**config.mk**
```make
export PLATFORM = sky130hd
export DESIGN_NAME = decode_stage
export DESIGN_NICKNAME = d
export VERILOG_FILES = /design/src/design/decode_pkg.sv /design/src/design/decode_stage.sv /design/src/design/hazard_mask.sv /design/src/design/operand_extract.sv /design/src/design/opcode_match.sv
export SDC_FILE = /design/constraint.sdc
export NUM_CORES = 1
export LEC_CHECK = 0
export BUFFER_PORTS_ARGS = -buffer_cell sky130_fd_sc_hd__buf_2
export CAP_MARGIN = 10
export CELL_PAD_IN_SITES_DETAIL_PLACEMENT = 2
export CELL_PAD_IN_SITES_GLOBAL_PLACEMENT = 2
export CORE_ASPECT_RATIO = 0.6
export CORE_MARGIN = 2
export CORE_UTILIZATION = 38
export DETAILED_ROUTE_END_ITERATION = 6
export HOLD_SLACK_MARGIN = 0.12
export PLACE_DENSITY = 0.94
export SLEW_MARGIN = 20
export SYNTH_ARGS = -nofsm -noshare
export SYNTH_HDL_FRONTEND = slang
export SYNTH_HIERARCHICAL = 1
export SYNTH_SLANG_ARGS = --single-unit
export TNS_END_PERCENT = 30
```
**constraint.sdc**
```tcl
create_clock -name clk -period 1.98 [get_ports clk]
set_clock_uncertainty 0.1 [all_clocks]
set_input_delay 0.396 -clock clk [delete_from_list [all_inputs] [get_ports clk]]
set_output_delay 0.396 -clock clk [all_outputs]
set_load 0.01 [all_outputs]
```
**src/design/decode_pkg.sv**
```systemverilog
`default_nettype none

package decode_pkg;

    typedef logic [15:0] inst_t;
    typedef logic [2:0]  reg_idx_t;
    typedef logic [7:0]  reg_mask_t;

    // value of each name is its priority position, none first
    typedef enum logic [5:0] {
        op_none,
        op_bl,
        op_beq, op_bne, op_bc, op_bnc, op_bn, op_bge, op_blt, op_bra,
        op_add, op_addc, op_sub, op_subc, op_dadd, op_cmp,
        op_xor, op_and, op_or, op_bit, op_bic, op_bis,
        op_mov, op_swap,
        op_ld, op_st,
        op_movl, op_movlz, op_movls, op_movh
    } op_t;

    typedef struct packed {
        op_t   op;
        inst_t mask;
        inst_t value;   // inst & mask must equal this
    } op_pattern_t;

    localparam int N_OPS = 29;

    localparam op_pattern_t op_table [N_OPS] = '{
        '{op_bl,    16'b1110_0000_0000_0000, 16'b0000_0000_0000_0000},
        '{op_beq,   16'b1111_1100_0000_0000, 16'b0010_0000_0000_0000},
        '{op_bne,   16'b1111_1100_0000_0000, 16'b0010_0100_0000_0000},
        '{op_bc,    16'b1111_1100_0000_0000, 16'b0010_1000_0000_0000},
        '{op_bnc,   16'b1111_1100_0000_0000, 16'b0010_1100_0000_0000},
        '{op_bn,    16'b1111_1100_0000_0000, 16'b0011_0000_0000_0000},
        '{op_bge,   16'b1111_1100_0000_0000, 16'b0011_0100_0000_0000},
        '{op_blt,   16'b1111_1100_0000_0000, 16'b0011_1000_0000_0000},
        '{op_bra,   16'b1111_1100_0000_0000, 16'b0011_1100_0000_0000},
        '{op_add,   16'b1111_1111_0000_0000, 16'b0100_0000_0000_0000},
        '{op_addc,  16'b1111_1111_0000_0000, 16'b0100_0001_0000_0000},
        '{op_sub,   16'b1111_1111_0000_0000, 16'b0100_0010_0000_0000},
        '{op_subc,  16'b1111_1111_0000_0000, 16'b0100_0011_0000_0000},
        '{op_dadd,  16'b1111_1111_0000_0000, 16'b0100_0100_0000_0000},
        '{op_cmp,   16'b1111_1111_0000_0000, 16'b0100_0101_0000_0000},
        '{op_xor,   16'b1111_1111_0000_0000, 16'b0100_0110_0000_0000},
        '{op_and,   16'b1111_1111_0000_0000, 16'b0100_0111_0000_0000},
        '{op_or,    16'b1111_1111_0000_0000, 16'b0100_1000_0000_0000},
        '{op_bit,   16'b1111_1111_0000_0000, 16'b0100_1001_0000_0000},
        '{op_bic,   16'b1111_1111_0000_0000, 16'b0100_1010_0000_0000},
        '{op_bis,   16'b1111_1111_0000_0000, 16'b0100_1011_0000_0000},
        '{op_mov,   16'b1111_1111_1000_0000, 16'b0100_1100_0000_0000},
        '{op_swap,  16'b1111_1111_1000_0000, 16'b0100_1100_1000_0000},
        '{op_ld,    16'b1111_1100_0000_0000, 16'b0101_1000_0000_0000},
        '{op_st,    16'b1111_1100_0000_0000, 16'b0101_1100_0000_0000},
        '{op_movl,  16'b1111_1000_0000_0000, 16'b0110_0000_0000_0000},
        '{op_movlz, 16'b1111_1000_0000_0000, 16'b0110_1000_0000_0000},
        '{op_movls, 16'b1111_1000_0000_0000, 16'b0111_0000_0000_0000},
        '{op_movh,  16'b1111_1000_0000_0000, 16'b0111_1000_0000_0000}
    };

    typedef struct packed {
        logic [12:0] off;        // branch offset, zero-extended
        logic [7:0]  byte_val;   // byte-move literal
        reg_idx_t    src;
        reg_idx_t    dst;
        logic        rc;         // 1 = constant in src slot
        logic        wb;         // 1 = byte op
        logic        prpo;
        logic        dec;
        logic        inc;
        logic        src_used;   // src names a real register
        logic        src_only;   // dst only read, never written
        logic        dst_used;   // dst read as well as written
    } fields_t;

    typedef struct packed {
        op_t       op;
        fields_t   fields;
        reg_mask_t reg_set;
        reg_mask_t reg_dep;
    } decoded_t;

    typedef struct packed {
        op_t   op;
        inst_t inst;
    } matched_t;

    typedef struct packed {
        op_t     op;
        fields_t fields;
    } extracted_t;

endpackage

`default_nettype wire
```
**src/design/decode_stage.sv**
```systemverilog
`timescale 1ns/100ps
`default_nettype none

module decode_stage (
    input  wire                    clk,
    input  wire                    reset,
    input  wire                    inst_valid,
    input  wire decode_pkg::inst_t inst,
    output logic                   out_valid,
    output decode_pkg::decoded_t   decoded
);

    logic                   match_valid;
    decode_pkg::matched_t   matched;
    logic                   extract_valid;
    decode_pkg::extracted_t extracted;

    // stage 1, opcode by priority compare
    opcode_match i_match (
        .clk         (clk),
        .reset       (reset),
        .inst_valid  (inst_valid),
        .inst        (inst),
        .match_valid (match_valid),
        .matched     (matched)
    );

    // stage 2, operand fields
    operand_extract i_extract (
        .clk           (clk),
        .reset         (reset),
        .match_valid   (match_valid),
        .matched       (matched),
        .extract_valid (extract_valid),
        .extracted     (extracted)
    );

    // stage 3, set and dependency masks
    hazard_mask i_hazard (
        .clk           (clk),
        .reset         (reset),
        .extract_valid (extract_valid),
        .extracted     (extracted),
        .out_valid     (out_valid),
        .decoded       (decoded)
    );

endmodule

`default_nettype wire

```
**src/design/hazard_mask.sv**
```systemverilog
`timescale 1ns/100ps
`default_nettype none

module hazard_mask (
    input  wire                      clk,
    input  wire                      reset,
    input  wire                      extract_valid,
    input  wire decode_pkg::extracted_t extracted,
    output logic                     out_valid,
    output decode_pkg::decoded_t     decoded
);

    decode_pkg::fields_t   f;
    decode_pkg::reg_mask_t set_next;
    decode_pkg::reg_mask_t dep_next;
    logic                  has_regs;

    assign f = extracted.fields;

    // none and the branches sit below op_add and name no registers
    assign has_regs = (extracted.op >= decode_pkg::op_add);

    always_comb begin
        set_next = '0;
        dep_next = '0;
        if (has_regs) begin
            if (f.src_used) begin
                dep_next[f.src] = 1'b1;
                if (!f.src_only) begin
                    set_next[f.src] = 1'b1;
                end
            end
            if (!f.src_only) begin
                set_next[f.dst] = 1'b1;   // written by this instruction
            end
            if (f.dst_used) begin
                dep_next[f.dst] = 1'b1;   // old value read
            end
        end
    end

    always_ff @(posedge clk) begin
        if (reset) begin
            out_valid <= 1'b0;
            decoded   <= '0;
        end else begin
            out_valid       <= extract_valid;
            decoded.op      <= extracted.op;
            decoded.fields  <= f;
            decoded.reg_set <= set_next;
            decoded.reg_dep <= dep_next;
        end
    end

endmodule

`default_nettype wire

```
**src/design/operand_extract.sv**
```systemverilog
`timescale 1ns/100ps
`default_nettype none

module operand_extract (
    input  wire                    clk,
    input  wire                    reset,
    input  wire                    match_valid,
    input  wire decode_pkg::matched_t matched,
    output logic                   extract_valid,
    output decode_pkg::extracted_t extracted
);

    decode_pkg::inst_t   inst;
    decode_pkg::fields_t f;

    assign inst = matched.inst;

    always_comb begin
        f = '0;   // fields outside the format stay zero
        case (matched.op)
            decode_pkg::op_bl: begin
                f.off = inst[12:0];
            end
            decode_pkg::op_beq, decode_pkg::op_bne, decode_pkg::op_bc,
            decode_pkg::op_bnc, decode_pkg::op_bn, decode_pkg::op_bge,
            decode_pkg::op_blt, decode_pkg::op_bra: begin
                f.off = {3'b000, inst[9:0]};
            end
            decode_pkg::op_add, decode_pkg::op_addc, decode_pkg::op_sub,
            decode_pkg::op_subc, decode_pkg::op_dadd, decode_pkg::op_cmp,
            decode_pkg::op_xor, decode_pkg::op_and, decode_pkg::op_or,
            decode_pkg::op_bit, decode_pkg::op_bic, decode_pkg::op_bis: begin
                f.rc       = inst[7];
                f.wb       = inst[6];
                f.src      = inst[5:3];
                f.dst      = inst[2:0];
                f.src_used = ~inst[7];   // constant in src slot names no register
                f.dst_used = 1'b1;
                // compare and bit test only set flags
                f.src_only = (matched.op == decode_pkg::op_cmp) ||
                             (matched.op == decode_pkg::op_bit);
            end
            decode_pkg::op_mov: begin
                f.wb       = inst[6];
                f.src      = inst[5:3];
                f.dst      = inst[2:0];
                f.src_used = 1'b1;
            end
            decode_pkg::op_swap: begin
                f.src      = inst[5:3];
                f.dst      = inst[2:0];
                f.src_used = 1'b1;
                f.dst_used = 1'b1;
            end
            decode_pkg::op_ld, decode_pkg::op_st: begin
                f.prpo     = inst[9];
                f.dec      = inst[8];
                f.inc      = inst[7];
                f.wb       = inst[6];
                f.src      = inst[5:3];
                f.dst      = inst[2:0];
                f.src_used = 1'b1;   // address reg, may be stepped
                f.dst_used = 1'b1;
                f.src_only = (matched.op == decode_pkg::op_st);   // store writes no register
            end
            decode_pkg::op_movl, decode_pkg::op_movlz,
            decode_pkg::op_movls, decode_pkg::op_movh: begin
                f.byte_val = inst[10:3];
                f.dst      = inst[2:0];
            end
            default: begin
            end
        endcase
    end

    always_ff @(posedge clk) begin
        if (reset) begin
            extract_valid <= 1'b0;
            extracted     <= '0;
        end else begin
            extract_valid    <= match_valid;
            extracted.op     <= matched.op;
            extracted.fields <= f;
        end
    end

endmodule

`default_nettype wire

```
**src/design/opcode_match.sv**
```systemverilog
`timescale 1ns/100ps
`default_nettype none

module opcode_match (
    input  wire                  clk,
    input  wire                  reset,
    input  wire                  inst_valid,
    input  wire decode_pkg::inst_t inst,
    output logic                 match_valid,
    output decode_pkg::matched_t matched
);

    decode_pkg::op_t op_next;

    // walked backwards so the lowest table index wins
    always_comb begin
        op_next = decode_pkg::op_none;   // dropped and undefined encodings
        for (int i = decode_pkg::N_OPS - 1; i >= 0; i--) begin
            if ((inst & decode_pkg::op_table[i].mask) ==
                decode_pkg::op_table[i].value) begin
                op_next = decode_pkg::op_table[i].op;
            end
        end
    end

    always_ff @(posedge clk) begin
        if (reset) begin
            match_valid <= 1'b0;
            matched     <= '0;
        end else begin
            match_valid  <= inst_valid;
            matched.op   <= op_next;
            matched.inst <= inst;     // raw word kept for field extraction
        end
    end

endmodule

`default_nettype wire

```
==> results of run 1 <==
[critical path: stages (launching register included)]
cell,delay [ps]
dfxtp_1,740
nand2_2,170
nor3_2,540
and2_1,240
[area by class of cell]
class                      count  share of cell area (%)
sequential                   119                    46.2
multi-input combinational    207                    28.3
timing repair buffer          85                    9.17
clock buffer                  19                    8.59
clock inverter                13                    3.76
tap                          139                    3.37
inverter                       7                   0.558
[worst max-delay path by stage]
stage | start | to | slack (ps)
6_report | i_match/matched[19]$_SDFF_PP0_ | i_extract/extracted[16]$_SDFF_PP0_ | 130
5_1_grt | i_match/matched[20]$_SDFF_PP0_ | i_extract/extracted[21]$_SDFF_PP0_ | 70
4_1_cts | i_match/matched[20]$_SDFF_PP0_ | i_extract/extracted[16]$_SDFF_PP0_ | 110
3_5_place_dp | reset | i_extract/extracted[21]$_SDFF_PP0_ | 140
3_3_place_gp | reset | i_extract/extracted[14]$_SDFF_PP0_ | 290
2_1_floorplan | reset | i_extract/extracted[22]$_SDFF_PP0_ | 620
[layout by cell type (no fill, tap or decap), types with 6 or more instances in the layout]
master     count
nand4bb_1      6
nor2b_1       55
a21oi_1        8
nand4b_1       7
and2_1        29
clkbuf_16     17
buf_2         76
a221oi_1      12
o21ai_0        7
dfxtp_1      119
nor2_1        14
[routing by layer]
layer  GRT usage [%]  wire length (um)  vias to the layer above
met4            9.19               170                        0
met3            6.01               566                       11
met1            29.4              5600                     1491
li1                -                 -                     1389
met2            40.0              6350                       88
met5               0                 0                        -
[sequential cells by signal, indices dropped and copies added, names as in the netlist]
signal / cells
i_hazard/decoded: 57
i_hazard/out_valid: 1
i_extract/extracted: 41
i_match/match_valid: 1
i_extract/extract_valid: 1
i_match/matched: 18
[report_power, final]
group          switching, uW  leakage (uW)  internal [uW]
Combinational            122      0.000851           79.1
Clock                   1150      0.000308           2150
Sequential              43.3      0.000965           2430
Total                   1320       0.00212           4670
[metrics by stage]
step | setup WS (ps) | utilization [%] | instance area [um^2]
after CTS | 109 | 49.5 | 5150
after floorplan | 616 | - | 4010
final | 130 | 49.5 | 5150
after detailed placement | 140 | 42.9 | 4470
after global routing | 65.2 | 49.5 | 5150
after global placement | 293 | 42.9 | 4470
==> results.md, run 1 <==
- RSZ-0062 raised after global routing: false
- # setup viols final: 0
- Vias in the first global route: 3370
- Maximum vdd drop: 0.637 mV
- Fin crit share: 93.4%
- Synthesized area: 4010 um^2
- Floorplan row count: 29
- WS Path Type: register to register
- Root Buffer: clkbuf_16
- Crit start category: register
- Post-CTS setup buffer count: 0
- Reg-to-reg slack, setup: 130 ps
- Layout filler cell count: 1025
- Wire per inst: 21.5 um
- Ports: 77
- Syn avg cell area: 11.3 um^2
- Clock buffer depth: 2
- Cell depth of the worst min-delay path: 2
- Vias/cell: 5.06
- Post-Place Cells: 552
- Share of cells above drive strength 1: 29.6%
- Mapped Nets: 373
- TritonCTS clock tree: yes
- Die X: 137 um
- Normalized max-slew margin: 49.7%
- Hold Violations, Final: 0
- Hold Path Sink: i_match/matched[5]$_SDFF_PP0_
- Crit end category: register
- Placeable Area: 10400 um^2
- Post-DP HPWL: 7700 um
- FF+latch area: 2380 um^2
- Status: completed
- DRC violations left: 0
- Worst-path clk slew: 60 ps
- ANT nets after route: 0
- Critical Path AT: 2100 ps
- Worst slew pin tran: 753 ps
- Worst flop-to-flop path endpoint: i_extract/extracted[16]$_SDFF_PP0_
- DR iter-0 viols: 225
- Cell Count, Final, Fillers Out: 589
- Worst skew pair latency: 410 ps
- Max Cap Viol: 0
- Final wirelength: 12700 um
- Number of diodes: 0
- Tmin final: 1850 ps
- Global placer's final weighted congestion: 0.773
- # clock sinks: 119
- Power per Cell Area: 1160 nW/um^2
- Initial core utilization: 38.5%
- Total grt overflow: 0
- FMAX: 541 MHz
- CTS hold repair buffers: 5
- First-pass DRT Iterations: 4
- Worst r2r path cells: 3
- Final net count: 456
- Post_cts resized: 0
- IO buf count: 76
- Hold Crit Class: primary input to register
- WHS: 170 ps
- Largest net degree at the start of global routing: 75
- First-pass GRT wire length: 20000 um
- Die ar.: 11400 um^2
- Setup TNS: 0 ps
- Lkg Pwr: 0.00212 uW
- Via count: 2979
- H-Tree Depth: 4
- CP Data Required Time: 2230 ps
- Area grow syn2layout: 28.4%
- HP Start: inst[5]
- Power, Total: 5990 uW
- Initial antenna violation count: 0
- Syn Inst Count: 354
- R2r startpoint: i_match/matched[19]$_SDFF_PP0_
- Multi-input gate area: 1460 um^2
- Die Ht: 83.6 um
- Critical Path Fanout Max: 15
- Synth warnings: 6
- GRT Total Usage: 23.9%
- Slew Limit Fails: 0
- CTS buffer count: 17
Note: power is estimated with default switching activity, not from simulation.
==> run 2, diff against run 1 <==
--- a/config.mk
+++ b/config.mk
@@ -11,13 +11,12 @@
 export CELL_PAD_IN_SITES_GLOBAL_PLACEMENT = 2
 export CORE_ASPECT_RATIO = 0.6
 export CORE_MARGIN = 2
-export CORE_UTILIZATION = 38
+export CORE_UTILIZATION = 36
 export DETAILED_ROUTE_END_ITERATION = 6
-export HOLD_SLACK_MARGIN = 0.12
+export HOLD_SLACK_MARGIN = 0.15
 export PLACE_DENSITY = 0.94
 export SLEW_MARGIN = 20
 export SYNTH_ARGS = -nofsm -noshare
 export SYNTH_HDL_FRONTEND = slang
-export SYNTH_HIERARCHICAL = 1
 export SYNTH_SLANG_ARGS = --single-unit
 export TNS_END_PERCENT = 30
==> constraint.sdc (replaced) <==
create_clock -name clk -period 1.98 [get_ports clk]
set_clock_uncertainty 0.1 [all_clocks]
set_input_delay 0.099 -clock clk [delete_from_list [all_inputs] [get_ports clk]]
set_output_delay 0.099 -clock clk [all_outputs]
set_load 0.01 [all_outputs]
==> results.md, run 2 <==
- Status: completed
- Syn avg cell area: 10.2 um^2 (-10%)
- Via count: 3198 (+7.4%)
- Placeable Area: 10100 um^2 (-3.4%)
- Lkg Pwr: 0.00220 uW (+3.5%)
- RSZ-0062 raised after global routing: false
- GRT Total Usage: 28.1% (+4.3 points)
- Largest area contributor in the synthesized netlist: dfxtp_1
- Post-synth top cells: 117 x dfxtp_1, 67 x nor2b_1, 27 x nor2_1
- Final instance area: 5150 um^2 (about the same)
- CP Data Required Time: 2220 ps (about the same)
- Area grow syn2layout: 35.6%
- Die X: 137 um (about the same)
- Tmin final: 1860 ps (+9.99 ps)
- # setup viols final: 0 (unchanged)
- Floorplan row count: 28 (-3.4%)
- WHS: 191 ps (+20.6 ps)
- Fin crit share: 93.9% (+0.50 points)
- # clock sinks: 117 (-1.7%)
- Hold Violations, Final: 0 (unchanged)
- Vias in the first global route: 3589 (+6.5%)
- Slowest-stage cell, CP: dlygate4sd3_1
- Final wirelength: 15100 um (+19%)
- Normalized max-slew margin: 64.7% (+15 points)
- Ports: 77 (unchanged)
- Ys async rst share: 0%
- Synth Flop Type: dfxtp_1
- WS Path Type: primary input to register
- Post-synthesis sequential area ratio: 61.7%
- Initial core utilization: 37.8% (-0.78 points)
- FMAX: 538 MHz (-0.54%)
- Number of flip-flops in the largest register: 56 (-1.8%)
- Placed Instance Area: 4290 um^2 (-4.0%)
- Critical path buffers and inverters: 3 (+3)
- Post-DP HPWL: 8190 um (+6.3%)
- Biggest register: i_hazard.decoded
- CTS buffer count: 17 (unchanged)
- First-pass DRT Iterations: 4 (unchanged)
- Crit start category: primary input
- Die ar.: 11400 um^2 (-0.13%)
- Number of diodes: 0 (unchanged)
- Mapped Nets: 391 (+4.8%)
- Share of cells above drive strength 1: 24.2% (-5.3 points)
- Synthesized area: 3800 um^2 (-5.4%)
- Largest net degree at the start of global routing: 29 (-61%)
- Critical Path Fanout Max: 18 (+3)
- Total grt overflow: 0 (unchanged)
- DR iter-0 viols: 182 (-19%)
- Worst slew pin tran: 517 ps (-237 ps)
- Final net count: 494 (+8.3%)
- Crit end category: register
- Wire per inst: 24.2 um (+13%)
- Die Ht: 83.6 um (about the same)
- Hold Crit Class: primary input to register
- Layout filler cell count: 990 (-3.4%)
- Synth warnings: 0 (-6)
- Most numerous cell in the Yosys netlist: dfxtp_1
- Max Cap Viol: 0 (unchanged)
- Cell repeated most along the worst path: dlygate4sd3_1
- CP Cell Sequence: dlygate4sd3_1 -> clkbuf_4 -> nand3_1 -> a21o_1 -> dlygate4sd3_1 -> a31o_1 -> a31oi_1
- Crit-path max cell delay: 560 ps (-180 ps)
- TritonCTS clock tree: yes
- Dpl ws: 274 ps (+133 ps)
- Syn Inst Count: 372 (+5.1%)
- Top Registers: i_hazard.decoded x56, i_extract.extracted x40, i_match.matched x18
- Worst-path clk slew: 60 ps (about the same)
- Post-synth EDFFs: 0
- Post-synth cell types: 40
- Setup TNS: 0 ps (unchanged)
- Maximum vdd drop: 0.710 mV (+11%)
- Area contributors post-synth: dfxtp_1 62%, nor2b_1 11%, and2_1 3.5%
- Post-CTS setup buffer count: 0 (unchanged)
- Post-synth top area share: 61.7%
- H-Tree Depth: 4 (unchanged)
- Vias/cell: 5.14 (+1.7%)
- DRC violations left: 0 (unchanged)
- Global placer's final weighted congestion: 0.834 (+7.9%)
- Clock buffer depth: 2 (unchanged)
- Worst Slack Setup Final: 120 ps (-9.99 ps)
- ANT nets after route: 0 (unchanged)
- Root Buffer: clkbuf_16
- Delay-heaviest family, CP: buffers and inverters
- IO buf count: 75 (-1.3%)
- Commonest cells after routing, fill and taps aside: 117 x dfxtp_1, 74 x buf_2, 67 x nor2b_1
- First-pass GRT wire length: 23200 um (+16%)
- Power per Cell Area: 1150 nW/um^2 (-0.72%)
- Critical Path AT: 2100 ps (about the same)
- Initial antenna violation count: 1 (+1)
- Cell Count, Final, Fillers Out: 622 (+5.6%)
- Commonest non-fill, non-tap cell in the layout: dfxtp_1
- Worst skew pair latency: 420 ps (about the same)
- Number of synthesized register bits: 117
- Slew Limit Fails: 0 (unchanged)
- Post-Place Cells: 566 (+2.5%)
-- run 2: path summary, 6_finish.rpt --
kind / to / depth (start not counted) / start / slack (ps)
setup / recovery: i_match.matched[16]$_SDFF_PP0_ / 7 / inst[11] / 120
hold / removal: i_match.matched[16]$_SDFF_PP0_ / 5 / inst[12] / 190
setup reg to reg: i_extract.extracted[6]$_SDFF_PP0_ / 4 / i_match.matched[19]$_SDFF_PP0_ / 150
hold reg to reg: i_extract.extracted[34]$_SDFF_PP0_ / 1 / i_match.matched[12]$_SDFF_PP0_ / 340
-- run 2: routing by layer --
metal	routed length (um)	vias up	global-route usage (%)	share of wire [%]
li1	-	1436	-	-
met1	6590	1589	35.5	44
met2	7120	135	44.7	47
met3	880	38	8.01	5.8
met4	474	0	12.2	3.1
met5	0	-	0	0
-- run 2: through the flow --
| step | power (uW) | utilization, % |
|---|---|---|
| after floorplan | 2600 | - |
| after global placement | 2670 | 42.7 |
| after detailed placement | 2690 | 42.7 |
| after CTS | 5940 | 51.2 |
| after global routing | 6110 | 51.2 |
| final | 5940 | 51.2 |
-- run 2: logic make-up after synthesis --
family | Yosys count | synth area share, %
AND/OR/NAND/NOR | 173 | 25.8
buffers and inverters | 28 | 3.26
XOR/XNOR | 1 | 0.231
flip-flops | 117 | 61.7
AO/OA/AOI/OAI | 52 | 8.93
other | 1 | 0.0988
-- run 2: report_power, final --
part / switching, uW / leakage (uW) / internal (uW)
clock network: 1250 / 0.000286 / 1990
logic: 151 / 0.000963 / 112
registers: 42.8 / 0.000949 / 2400
-- run 2: final cells by class --
class	count	area [um^2]	share of cell area [%]
flip-flops and latches	117	2340	45.5
clock buffers	17	425	8.26
multi-input cells	227	1340	25.9
well taps	135	169	3.28
inverters	5	18.8	0.364
repair buffers	107	681	13.2
clock inverters	14	179	3.47
-- run 2: worst reg2reg max path, delay by kind of cell, from the launching register on --
kind	cells	cell delay (ps)
DFF	1	570
AOI/OAI and AO/OA	2	520
and+or+nand+nor	2	570
-- run 2: repair_timing --
| action | 4_1_cts | 5_1_grt |
|---|---|---|
| setup endpoints to repair | 1 | 1 |
| resized for setup | 1 | 1 |
| hold endpoints to repair | 30 | 0 |
| gates cloned | 0 | 0 |
| hold buffers | 25 | 0 |
